### src/hdl/vend_consts.svh
// Vending machine constants for widths, grid size, row prices and coin values
`ifndef VEND_CONSTS_SVH
`define VEND_CONSTS_SVH

//////////////////////////////////////////////////
// Widths
//////////////////////////////////////////////////
`define VEND_CREDIT_W 10            // Credit and change, in cents
`define VEND_SLOT_W   5             // Slot code, 0 to 20
`define VEND_COIN_W   3             // Coin code

// Snack grid, 4 rows of 5
`define VEND_ROWS 4
`define VEND_COLS 5

//////////////////////////////////////////////////
// Row prices in cents
//////////////////////////////////////////////////
`define VEND_PRICE_A 10'd100
`define VEND_PRICE_B 10'd125
`define VEND_PRICE_C 10'd150
`define VEND_PRICE_D 10'd175

// Coin values in cents
`define VEND_COIN_1   10'd1
`define VEND_COIN_5   10'd5
`define VEND_COIN_10  10'd10
`define VEND_COIN_25  10'd25
`define VEND_COIN_50  10'd50
`define VEND_COIN_100 10'd100

`endif

### src/hdl/vend_pkg.sv
// Vending machine types for coins, keypad, slots and credit
`default_nettype none

`include "vend_consts.svh"

package vend_pkg;

    typedef logic [`VEND_CREDIT_W-1:0] credit_t;  // Cents
    typedef logic [`VEND_SLOT_W-1:0]   slot_t;    // 0 is no slot, 1..20 is A1..D5

    // Same codes for inserted and returned coins
    typedef enum logic [`VEND_COIN_W-1:0] {
        coin_none   = 3'd0,
        coin_1      = 3'd1,
        coin_5      = 3'd2,
        coin_10     = 3'd3,
        coin_25     = 3'd4,
        coin_50     = 3'd5,
        coin_100    = 3'd6,
        coin_unused = 3'd7
    } coin_code_t;

    typedef struct packed {
        logic [`VEND_ROWS-1:0] row;   // A is bit 0
        logic [`VEND_COLS-1:0] col;   // ONE is bit 0
    } keypad_t;

    typedef struct packed {
        logic    valid;
        slot_t   slot;
        credit_t price;
    } selection_t;

    // Value of a coin code, unused code counts for nothing
    function automatic credit_t coin_value(input coin_code_t code);
        case (code)
            coin_1:   return `VEND_COIN_1;
            coin_5:   return `VEND_COIN_5;
            coin_10:  return `VEND_COIN_10;
            coin_25:  return `VEND_COIN_25;
            coin_50:  return `VEND_COIN_50;
            coin_100: return `VEND_COIN_100;
            default:  return '0;
        endcase
    endfunction

endpackage

`default_nettype wire

### src/hdl/change_dispenser.sv
// Change dispenser that pays out one coin per cycle, largest coin first
`default_nettype none

`include "vend_consts.svh"

module change_dispenser import vend_pkg::*; (
    input  wire        clock,
    input  wire        reset,
    input  wire        load,
    input  credit_t    change_amount,
    output coin_code_t coin_to_return,
    output logic       change_done
);

    credit_t    remaining;
    logic       busy;
    credit_t    source;      // Amount still owed this cycle
    coin_code_t next_coin;

    //////////////////////////////////////////////////
    // Greedy coin choice
    //////////////////////////////////////////////////
    always_comb begin
        // First coin comes straight from the load value
        source = load ? change_amount : remaining;

        if (source >= `VEND_COIN_100) begin
            next_coin = coin_100;
        end else if (source >= `VEND_COIN_50) begin
            next_coin = coin_50;
        end else if (source >= `VEND_COIN_25) begin
            next_coin = coin_25;
        end else if (source >= `VEND_COIN_10) begin
            next_coin = coin_10;
        end else if (source >= `VEND_COIN_5) begin
            next_coin = coin_5;
        end else if (source >= `VEND_COIN_1) begin
            next_coin = coin_1;
        end else begin
            next_coin = coin_none;
        end
    end

    //////////////////////////////////////////////////
    // Payout sequencing
    //////////////////////////////////////////////////
    always_ff @(posedge clock or posedge reset) begin
        if (reset) begin
            remaining      <= '0;
            busy           <= 1'b0;
            coin_to_return <= coin_none;
            change_done    <= 1'b0;
        end else if (load || busy) begin
            coin_to_return <= next_coin;
            if (next_coin == coin_none) begin
                // Nothing left, finish with a single done pulse
                busy        <= 1'b0;
                change_done <= 1'b1;
            end else begin
                remaining   <= source - coin_value(next_coin);
                busy        <= 1'b1;
                change_done <= 1'b0;
            end
        end else begin
            coin_to_return <= coin_none;
            change_done    <= 1'b0;
        end
    end

endmodule

`default_nettype wire

### src/hdl/coin_accumulator.sv
// Coin accumulator that sums inserted coin values into the running credit
`default_nettype none

module coin_accumulator import vend_pkg::*; (
    input  wire        clock,
    input  wire        reset,
    input  coin_code_t coin,
    input  wire        collecting,     // Coins count only while high
    input  wire        credit_clear,   // One-cycle clear after change is paid
    output credit_t    credit
);

    //////////////////////////////////////////////////
    // Coin value lookup
    //////////////////////////////////////////////////
    credit_t coin_amount;

    always_comb begin
        coin_amount = coin_value(coin);   // Code 7 maps to 0
    end

    //////////////////////////////////////////////////
    // Credit register
    //////////////////////////////////////////////////
    always_ff @(posedge clock or posedge reset) begin
        if (reset) begin
            credit <= '0;
        end else if (credit_clear) begin
            // Clear wins over any coin arriving in the same cycle
            credit <= '0;
        end else if (collecting) begin
            credit <= credit + coin_amount;
        end
    end

endmodule

`default_nettype wire

### src/hdl/selection_decoder.sv
// Keypad decoder from row and column keys to slot code and row price
`default_nettype none

`include "vend_consts.svh"

module selection_decoder import vend_pkg::*; (
    input  keypad_t    keys,
    output selection_t selection
);

    logic       row_hit;
    logic       col_hit;
    logic [1:0] row_idx;
    logic [2:0] col_idx;

    //////////////////////////////////////////////////
    // Lowest pressed row and column win
    //////////////////////////////////////////////////
    always_comb begin
        row_hit = 1'b0;
        row_idx = '0;
        // Scan from the top so the lowest set bit is left last
        for (int i = `VEND_ROWS - 1; i >= 0; i--) begin
            if (keys.row[i]) begin
                row_hit = 1'b1;
                row_idx = 2'(i);
            end
        end
    end

    always_comb begin
        col_hit = 1'b0;
        col_idx = '0;
        for (int j = `VEND_COLS - 1; j >= 0; j--) begin
            if (keys.col[j]) begin
                col_hit = 1'b1;
                col_idx = 3'(j);
            end
        end
    end

    //////////////////////////////////////////////////
    // Slot code and price
    //////////////////////////////////////////////////
    always_comb begin
        selection.valid = row_hit && col_hit;   // Need one key of each kind
        if (selection.valid) begin
            selection.slot = slot_t'(row_idx) * slot_t'(`VEND_COLS) + slot_t'(col_idx)
                             + slot_t'(1);
        end else begin
            selection.slot = '0;
        end

        case (row_idx)
            2'd0:    selection.price = `VEND_PRICE_A;
            2'd1:    selection.price = `VEND_PRICE_B;
            2'd2:    selection.price = `VEND_PRICE_C;
            default: selection.price = `VEND_PRICE_D;
        endcase
    end

endmodule

`default_nettype wire

### src/hdl/vend_controller.sv
// Sale controller that accepts a paid selection, holds it for release, then runs change
`default_nettype none

module vend_controller import vend_pkg::*; (
    input  wire        clock,
    input  wire        reset,
    input  credit_t    credit,
    input  selection_t selection,
    input  wire        food_dispensed,   // Drop sensor level
    input  wire        change_done,
    output logic       collecting,
    output logic       credit_clear,
    output logic       load,
    output credit_t    change_amount,
    output slot_t      food_selection
);

    typedef enum logic [1:0] {
        st_collecting,
        st_releasing_food,
        st_returning_change
    } state_t;

    state_t state;
    logic   accept;

    //////////////////////////////////////////////////
    // Sale decision and handshake-free control levels
    //////////////////////////////////////////////////
    always_comb begin
        // Enough credit for the selected row
        accept = (state == st_collecting) && selection.valid
                 && (credit >= selection.price);

        // Coins are refused on the accepting edge, the change is fixed there
        collecting = (state == st_collecting) && !accept;

        credit_clear = (state == st_returning_change) && change_done;
    end

    //////////////////////////////////////////////////
    // FSM
    //////////////////////////////////////////////////
    always_ff @(posedge clock or posedge reset) begin
        if (reset) begin
            state          <= st_collecting;
            food_selection <= '0;
            load           <= 1'b0;
        end else begin
            load <= 1'b0;   // Pulse by default
            case (state)
                st_collecting: begin
                    if (accept) begin
                        state          <= st_releasing_food;
                        food_selection <= selection.slot;
                    end
                end
                st_releasing_food: begin
                    // Hold the slot until the drop sensor reports
                    if (food_dispensed) begin
                        state          <= st_returning_change;
                        food_selection <= '0;
                        load           <= 1'b1;
                    end
                end
                st_returning_change: begin
                    if (change_done) begin
                        state <= st_collecting;
                    end
                end
                default: begin
                    state <= st_collecting;
                end
            endcase
        end
    end

    // Change owed, captured with the sale
    always_ff @(posedge clock) begin
        if (accept) begin
            change_amount <= credit - selection.price;
        end
    end

endmodule

`default_nettype wire

### src/hdl/vending_machine.sv
// Vending machine top level joining credit, keypad, sale control and change payout
`default_nettype none

module vending_machine import vend_pkg::*; (
    input  wire        clock,
    input  wire        reset,
    input  coin_code_t coin_inserted,
    input  keypad_t    keys,
    input  wire        food_dispensed,
    output credit_t    num_to_display,   // Binary cents
    output slot_t      food_selection,
    output coin_code_t coin_to_return
);

    selection_t selection;
    logic       collecting;
    logic       credit_clear;
    logic       load;
    credit_t    change_amount;
    logic       change_done;

    // Credit register feeds the display directly
    coin_accumulator u_coin_accumulator (
        .clock        (clock),
        .reset        (reset),
        .coin         (coin_inserted),
        .collecting   (collecting),
        .credit_clear (credit_clear),
        .credit       (num_to_display)
    );

    selection_decoder u_selection_decoder (
        .keys      (keys),
        .selection (selection)
    );

    vend_controller u_vend_controller (
        .clock          (clock),
        .reset          (reset),
        .credit         (num_to_display),
        .selection      (selection),
        .food_dispensed (food_dispensed),
        .change_done    (change_done),
        .collecting     (collecting),
        .credit_clear   (credit_clear),
        .load           (load),
        .change_amount  (change_amount),
        .food_selection (food_selection)
    );

    change_dispenser u_change_dispenser (
        .clock          (clock),
        .reset          (reset),
        .load           (load),
        .change_amount  (change_amount),
        .coin_to_return (coin_to_return),
        .change_done    (change_done)
    );

endmodule

`default_nettype wire

### config.mk
export PLATFORM = sky130hd
export DESIGN_NAME = vending_machine
export DESIGN_NICKNAME = d
export VERILOG_FILES = /design/src/hdl/vend_pkg.sv /design/src/hdl/change_dispenser.sv /design/src/hdl/coin_accumulator.sv /design/src/hdl/selection_decoder.sv /design/src/hdl/vend_controller.sv /design/src/hdl/vending_machine.sv
export VERILOG_INCLUDE_DIRS = /design/src /design/src/hdl
export SDC_FILE = /design/constraint.sdc
export NUM_CORES = 1
export LEC_CHECK = 0
export ABC_AREA = 1
export BUFFER_PORTS_ARGS = -buffer_cell sky130_fd_sc_hd__buf_2
export CAP_MARGIN = 20
export CORE_MARGIN = 1.5
export CORE_UTILIZATION = 27
export CTS_BUF_LIST = sky130_fd_sc_hd__clkbuf_4 sky130_fd_sc_hd__clkbuf_8 sky130_fd_sc_hd__clkbuf_16
export DETAILED_ROUTE_END_ITERATION = 10
export SETUP_SLACK_MARGIN = 0.02
export SYNTH_ARGS = -nofsm -noshare
export SYNTH_HDL_FRONTEND = slang
export SYNTH_SLANG_ARGS = --single-unit
### constraint.sdc
create_clock -name clock -period 5.5 [get_ports clock]
set_input_delay 0 -clock clock [delete_from_list [all_inputs] [get_ports clock]]
set_output_delay 0 -clock clock [all_outputs]
set_load 0.02 [all_outputs]
==> results of run 1 <==
==> worst min-delay path by stage <==
stage	from	end	slack, ns	cells after the start
global placement	reset	u_change_dispenser.remaining[3]$_DFFE_PP0P_	0.12	3
global route	keys[0]	u_vend_controller.food_selection[0]$_DFFE_PP0P_	0.34	6
finish	keys[0]	u_vend_controller.food_selection[0]$_DFFE_PP0P_	0.26	6
floorplan	food_dispensed	u_vend_controller.state[0]$_DFFE_PP0P_	0.11	1
CTS	keys[0]	u_vend_controller.food_selection[0]$_DFFE_PP0P_	0.27	6
detailed placement	reset	u_change_dispenser.remaining[3]$_DFFE_PP0P_	0.12	3
==> cells in the mapped netlist, types with 2 or more instances <==
cell type,count
or2_2,2
nand3b_1,2
inv_1,63
inv_2,5
xor2_1,7
nor2_2,2
nand3_1,40
nand4_1,4
a21o_1,2
edfxtp_1,10
o21ai_2,5
nor2_4,2
nand2_1,101
a31oi_1,3
xnor2_1,10
fa_1,4
nand2_2,8
a21oi_1,21
dfrtp_1,33
nand2_4,4
nor3_1,8
o31ai_1,2
o211ai_1,2
o21bai_1,3
o21ai_0,24
buf_2,2
nor2_1,33
o21ai_1,5
buf_6,4
ha_1,27
==> flip-flops by register name, summed over array words and instances (netlist names) <==
register	count
u_change_dispenser.busy	1
u_change_dispenser.change_done	1
u_change_dispenser.coin_to_return	3
u_change_dispenser.remaining	10
u_coin_accumulator.credit	10
u_vend_controller.change_amount	10
u_vend_controller.food_selection	5
u_vend_controller.load	1
u_vend_controller.state	2
==> power by group <==
group	leakage, nW	switching (mW)	internal, mW
sequential	0.494	0.123	0.520
combinational	1.40	0.959	0.568
clock	0.0844	0.135	0.217
total	1.98	1.22	1.30
==> kinds of logic after synthesis <==
group | count (synthesis) | share of synthesized area
muxes | 1 | 0.00326
buffers and inverters | 75 | 0.0917
xor gates and xnor gates | 17 | 0.0431
and+or+nand+nor | 210 | 0.285
adders and majority gates | 31 | 0.121
DFF | 43 | 0.326
AOI/OAI and AO/OA | 73 | 0.129
==> layout make-up <==
class	count	share of cell area
tap	172	0.0542
multi-input combinational	332	0.506
clock buffer	5	0.0315
clock inverter	3	0.0120
inverter	69	0.0658
sequential	43	0.284
timing repair buffer	35	0.0473
==> routing by layer <==
layer / share of wire / wire [um]
met5: 0 / 0
met3: 0.045 / 341
met1: 0.50 / 3770
met2: 0.44 / 3330
met4: 0.022 / 165
==> through the flow <==
step / util / total power, mW / hold slack [ns] / worst slack [ns] / cell area (sq um)
global route: 0.316 / 2.79 / 0.341 / 1.72 / 3970
floorplan: - / 1.85 / 0.107 / 2.67 / 3450
global placement: 0.301 / 2.16 / 0.118 / 2.24 / 3780
detailed placement: 0.301 / 2.18 / 0.122 / 2.10 / 3780
CTS: 0.316 / 2.54 / 0.268 / 2.10 / 3970
finish: 0.316 / 2.52 / 0.257 / 2.14 / 3970
==> critical path: stages, from the launching register on <==
cell	delay (ns)
dfrtp_1	0.70
inv_4	0.17
nand2_1	0.10
nand2_1	0.16
nor2_8	0.15
nand2_4	0.07
inv_2	0.08
nand3_4	0.09
inv_2	0.09
nand2_1	0.09
nand2_1	0.09
nand3_1	0.08
nand3_1	0.07
ha_1	0.15
inv_1	0.06
fa_1	0.40
nand3_1	0.09
nand2_1	0.07
nand2_1	0.08
nand2_1	0.05
nand2_1	0.07
a21oi_1	0.09
nor2_1	0.09
nand2_1	0.05
nand3_1	0.08
nand2_1	0.05
==> cell usage in the layout, fill, tap and decap left out, drive strengths merged <==
cell / Yosys / layout
o31ai: 2 / 2
nand2: 113 / 113
fa: 4 / 4
a31o: 1 / 1
o211ai: 2 / 2
nor3: 8 / 8
nand3b: 2 / 2
xnor2: 10 / 10
edfxtp: 10 / 10
a31oi: 5 / 5
dlygate4sd3: 0 / 2
a211o: 1 / 1
a21oi: 21 / 21
clkinv: 0 / 1
clkbuf: 0 / 5
dfrtp: 33 / 33
a211oi: 1 / 1
a21o: 2 / 2
nor2: 38 / 38
nand3: 41 / 41
xor2: 7 / 7
or2: 2 / 2
ha: 27 / 27
o21ai: 34 / 34
mux2: 1 / 1
inv: 69 / 70
buf: 6 / 33
bufinv: 0 / 1
o21bai: 3 / 3
o22ai: 1 / 1
nand4: 5 / 5
or3b: 1 / 1
==> results.cfg, run 1 <==
[setup_path]
cp.required_ns = 5.68
start_kind = flop
startpoint = u_vend_controller.load$_DFF_PP0_
reg2reg_from = u_vend_controller.load$_DFF_PP0_
reg2regPathDepth = 25
path_max_fanout = 17
crit_arrival_ns = 3.54
ff2ff_setup_slack_ns = 2.14
r2r-end = u_change_dispenser.remaining[8]$_DFFE_PP0P_
critical_path.endpoint = u_change_dispenser.remaining[8]$_DFFE_PP0P_
cp-end-kind = flop
path_class = flop to flop

[placed_design]
placed_cells = 649
gp_congestion = 0.844
place.detailed.hpwl_mm = 6.11
portBuffers = 32

[grt]
grtUsageMet2 = 0.193
grt_pass1_wl_mm = 13.1
grt_overflow_total = 0
antenna_found_initial = 0
grt_max_degree = 34
busiest_layer = met2
grt_pass1_vias = 2895
grt.total_usage = 0.122
grtUsageMet3 = 0.0209
grt_use_met1 = 0.167

[floorplan]
design.portCount = 33
num_rows = 41
core_area_sq_um = 12600
die-area_sq_um = 13500
fp.dieW_um = 116
start_util = 0.275
die_h_um = 116

[yosys]
netlist_instances = 450
ys_seq_area_frac = 0.326
synthesis.nets = 496
synth_edf_count = 10
synth_top_area_frac = 0.239
synth-main-ff-cell = dfrtp_1
syn_area_sq_um = 3450
avgSynthCellArea_sq_um = 7.67
ys_ff_latch = 43
ys_async_sr_fraction = 0.767
synth_top_area_cell = dfrtp_1
synthTopCellsByArea = dfrtp_1 24%, nand2_1 11%, ha_1 9.8%
synth_cell_type_count = 42
synth-warning-count = 0

[finish]
multiInputGateArea_sq_um = 2010
drive_gt1_frac = 0.160
final.fill_count = 1353
synthToLayoutAreaGrowth_pct = 15.1
fin_cells = 659
num_antenna_cells = 0
fin_nets = 532
seq_area_sq_um = 1130

[clock_network]
clk_path_buf_depth = 2
tritoncts = done
cts-resized-gates = 0
holdBufCountCts = 2
clk_latency_ns = 0.29
post_cts_buffers = 0
path_clk_slew_ns = 0.07
h-tree-depth = 2
clock-sinks = 43
cts_made_buffers = 5
root_buffer = clkbuf_16

[timing]
finalSetupViolations = 0
slew-limit-headroom = 0.567
final.period_utilization = 0.611
drv_slew = 0
rsz0062_at_grt = false
fmax_ghz = 0.298
finalHoldViolCount = 0
worst_pin_slew_ns = 0.650
tns_ns = 0
fin_skew_ns = 0.00375
period_needed_ns = 3.36

[detailed_routing]
drc = 0
routed_wl_mm = 7.60
vias = 3015
avgViaCountPerCell = 4.58
dr.pass1.iters = 4
ant_nets = 0
wire_per_inst_um = 11.5
drtIter0Drc = 194

[power_and_ir_drop]
irDropWorstVdd_v = 0.000222
p_leak_nw = 1.98
powerDensity_nw_per_um2 = 635

[run]
maxCapViolCount = 0

[outcome]
outcome = finished clean

[hold_path]
min_path_type = input pin to flop
Power figures use the tool's default switching activity.
==> inputs of run 2 (changes only) <==
==> constraint.sdc (replaced) <==
create_clock -name clock -period 3.2 [get_ports clock]
set_input_delay 0 -clock clock [delete_from_list [all_inputs] [get_ports clock]]
set_output_delay 0 -clock clock [all_outputs]
set_load 0.02 [all_outputs]
==> run 2 against run 1 <==
Clock power rose by 53%. Combinational power rose by 120%. Flip-flop and latch count is the same. Critical path depth is 3 lower. Sequential power up 73%. Design area up 11%. Final cell count up 4.1%. Via count up 3.7%. Register-to-register slack lost 2.1 ns. Largest power group unchanged.
==> results.cfg, run 2 (synthesis results as in run 1) <==
[floorplan]
fp.dieW_um = 116
die_h_um = 116
die-area_sq_um = 13500
num_rows = 41
core_area_sq_um = 12600
start_util = 0.275
design.portCount = 33

[timing]
worst_pin_slew_ns = 0.647
rsz0062_at_grt = true
final.period_utilization = 0.991
drv_slew = 0
period_needed_ns = 3.17
slew-limit-headroom = 0.569
finalSetupViolations = 0
tns_ns = 0
finalHoldViolCount = 0
fmax_ghz = 0.315
fin_skew_ns = 0.00810
fin_ws_ns = 0.0288

[setup_path]
max_stage_delay_ns = 0.51
reg2regPathDepth = 22
path_max_fanout = 8
cp_common_cell = nand2_2
r2r-end = u_change_dispenser.remaining[6]$_DFFE_PP0P_
path_cells = clkinv_4, nand2_4, nand2_4, nor2_4, nand2_4, nor2_4, nand3_2, nand2_1, nand2_1, nand2_2, nand2_4, o21ai_2, inv_1, ha_1, a21oi_1, nand2_2, nand2_2, nand2_2, nand2_2, a21oi_2, buf_4, o31ai_2
reg2reg_from = u_vend_controller.load$_DFF_PP0_
start_kind = flop
crit_arrival_ns = 3.37
startpoint = u_vend_controller.load$_DFF_PP0_
path_class = flop to flop
cp-end-kind = flop
cp.required_ns = 3.40
crit_slowest_cell = dfrtp_2
ff2ff_setup_slack_ns = 0.03

[detailed_routing]
avgViaCountPerCell = 4.56
routed-wl-met3_um = 279
dr.pass1.iters = 4
routed_wl_mm = 8.64
drc = 0
top_layer_used = met4
vias = 3127
wl_met1_mm = 3.93
wire_per_inst_um = 12.6
met2_length_mm = 4.26
ant_nets = 0
drtIter0Drc = 124

[finish]
utilization = 0.350
synthToLayoutAreaGrowth_pct = 27.5
mostFrequentLayoutCells = 82 x nand2_1, 62 x inv_1, 35 x nand3_1
fin_nets = 559
final_common_cell = nand2_1
reg_top3 = u_change_dispenser.remaining x10, u_coin_accumulator.credit x10, u_vend_controller.change_amount x10
drive_gt1_frac = 0.270
num_antenna_cells = 0
final.fill_count = 1293

[hold_path]
min_path_type = input pin to asynchronous set/reset pin

[power_and_ir_drop]
clkPwrFrac = 0.108
powerDensity_nw_per_um2 = 1140
combPwrFrac = 0.670
p_leak_nw = 2.15
irDropWorstVdd_v = 0.000352
p_total_mw = 5.00
p_seq_frac = 0.222
p_sw_mw = 2.42
intPower_mw = 2.58
power.share.switching = 0.484

[clock_network]
path_clk_slew_ns = 0.07
clk_path_buf_depth = 2
root_buffer = clkbuf_16
h-tree-depth = 2
cts_made_buffers = 5
clock-sinks = 43
tritoncts = done
clk_latency_ns = 0.29

[placed_design]
place_worst_setup_slack_ns = 0.0644
gp_congestion = 0.915
portBuffers = 32
place.detailed.hpwl_mm = 6.26

[grt]
grt_overflow_total = 0
antenna_found_initial = 0
grt_pass1_vias = 2988
grt.total_usage = 0.127
grt_pass1_wl_mm = 13.6
grt_max_degree = 26

[run]
maxCapViolCount = 0

[outcome]
outcome = finished clean
## run 2: changes by cell type in the layout (fill, tap and decap cells not counted), sizes merged
cell and change:
clkinv +1, clkbuf +2, bufinv -1, buf +25
inv -1, clkinvlp +1
## run 2: area by class of cell
class | instances | area, sq um | share of cell area
tap | 172 | 215 | 0.0489
timing repair buffer | 61 | 428 | 0.0972
timing repair inverter | 1 | 6.26 | 0.00142
inverter | 69 | 269 | 0.0611
clock inverter | 2 | 16.3 | 0.00370
clock buffer | 6 | 139 | 0.0316
sequential | 43 | 1130 | 0.256
multi-input combinational | 332 | 2200 | 0.500
## run 2: per-stage QoR
stage                     cell area (sq um)  hold WS (ns)  cells
after floorplan                        3450         0.107    450
after detailed placement               3820         0.235    654
after CTS                              3990         0.272    664
after global placement                 3820         0.225    654
final                                  4400         0.253    686
after global routing                   4400         0.316    686
## run 2: how the worst max path moves through the flow
stage                                                   to  cells after the start  slack (ns)
3_3_place_gp   u_change_dispenser.remaining[8]$_DFFE_PP0P_                     25        0.18
5_1_grt        u_change_dispenser.remaining[8]$_DFFE_PP0P_                     25       -0.15
2_1_floorplan  u_change_dispenser.remaining[8]$_DFFE_PP0P_                     26        0.37
6_report       u_change_dispenser.remaining[6]$_DFFE_PP0P_                     22        0.03
4_1_cts        u_change_dispenser.remaining[8]$_DFFE_PP0P_                     25        0.07
3_5_place_dp   u_change_dispenser.remaining[8]$_DFFE_PP0P_                     26        0.06
## run 2: metal layers
layer,global-route usage,up-vias
met3,0.0204,15
met2,0.220,64
met4,0.0407,0
met5,0,-
met1,0.161,1448
li1,-,1600
## run 2: power by group through the flow
stage	combinational [mW]	sequential, mW	clock (mW)
6_report	3.35	1.11	0.538
3_5_place_dp	2.71	1.10	0
3_3_place_gp	2.66	1.09	0
2_1_floorplan	2.03	1.15	0
5_1_grt	3.73	1.15	0.580
4_1_cts	2.73	1.09	0.553
## run 2: what timing repair did
item | 4_1_cts | 5_1_grt
buffers inserted | 0 | 19
hold endpoints to repair | 26 | 0
gates resized for setup | 0 | 58
hold buffers | 2 | 0
setup endpoints to repair | 0 | 4
## run 2: critical path, delay by kind of cell (launching register included)
family | cells | cell delay [ns]
compound gates | 4 | 0.59
fa+ha+maj | 1 | 0.34
buf+inv | 3 | 0.37
flops | 1 | 0.51
simple gates | 14 | 1.29
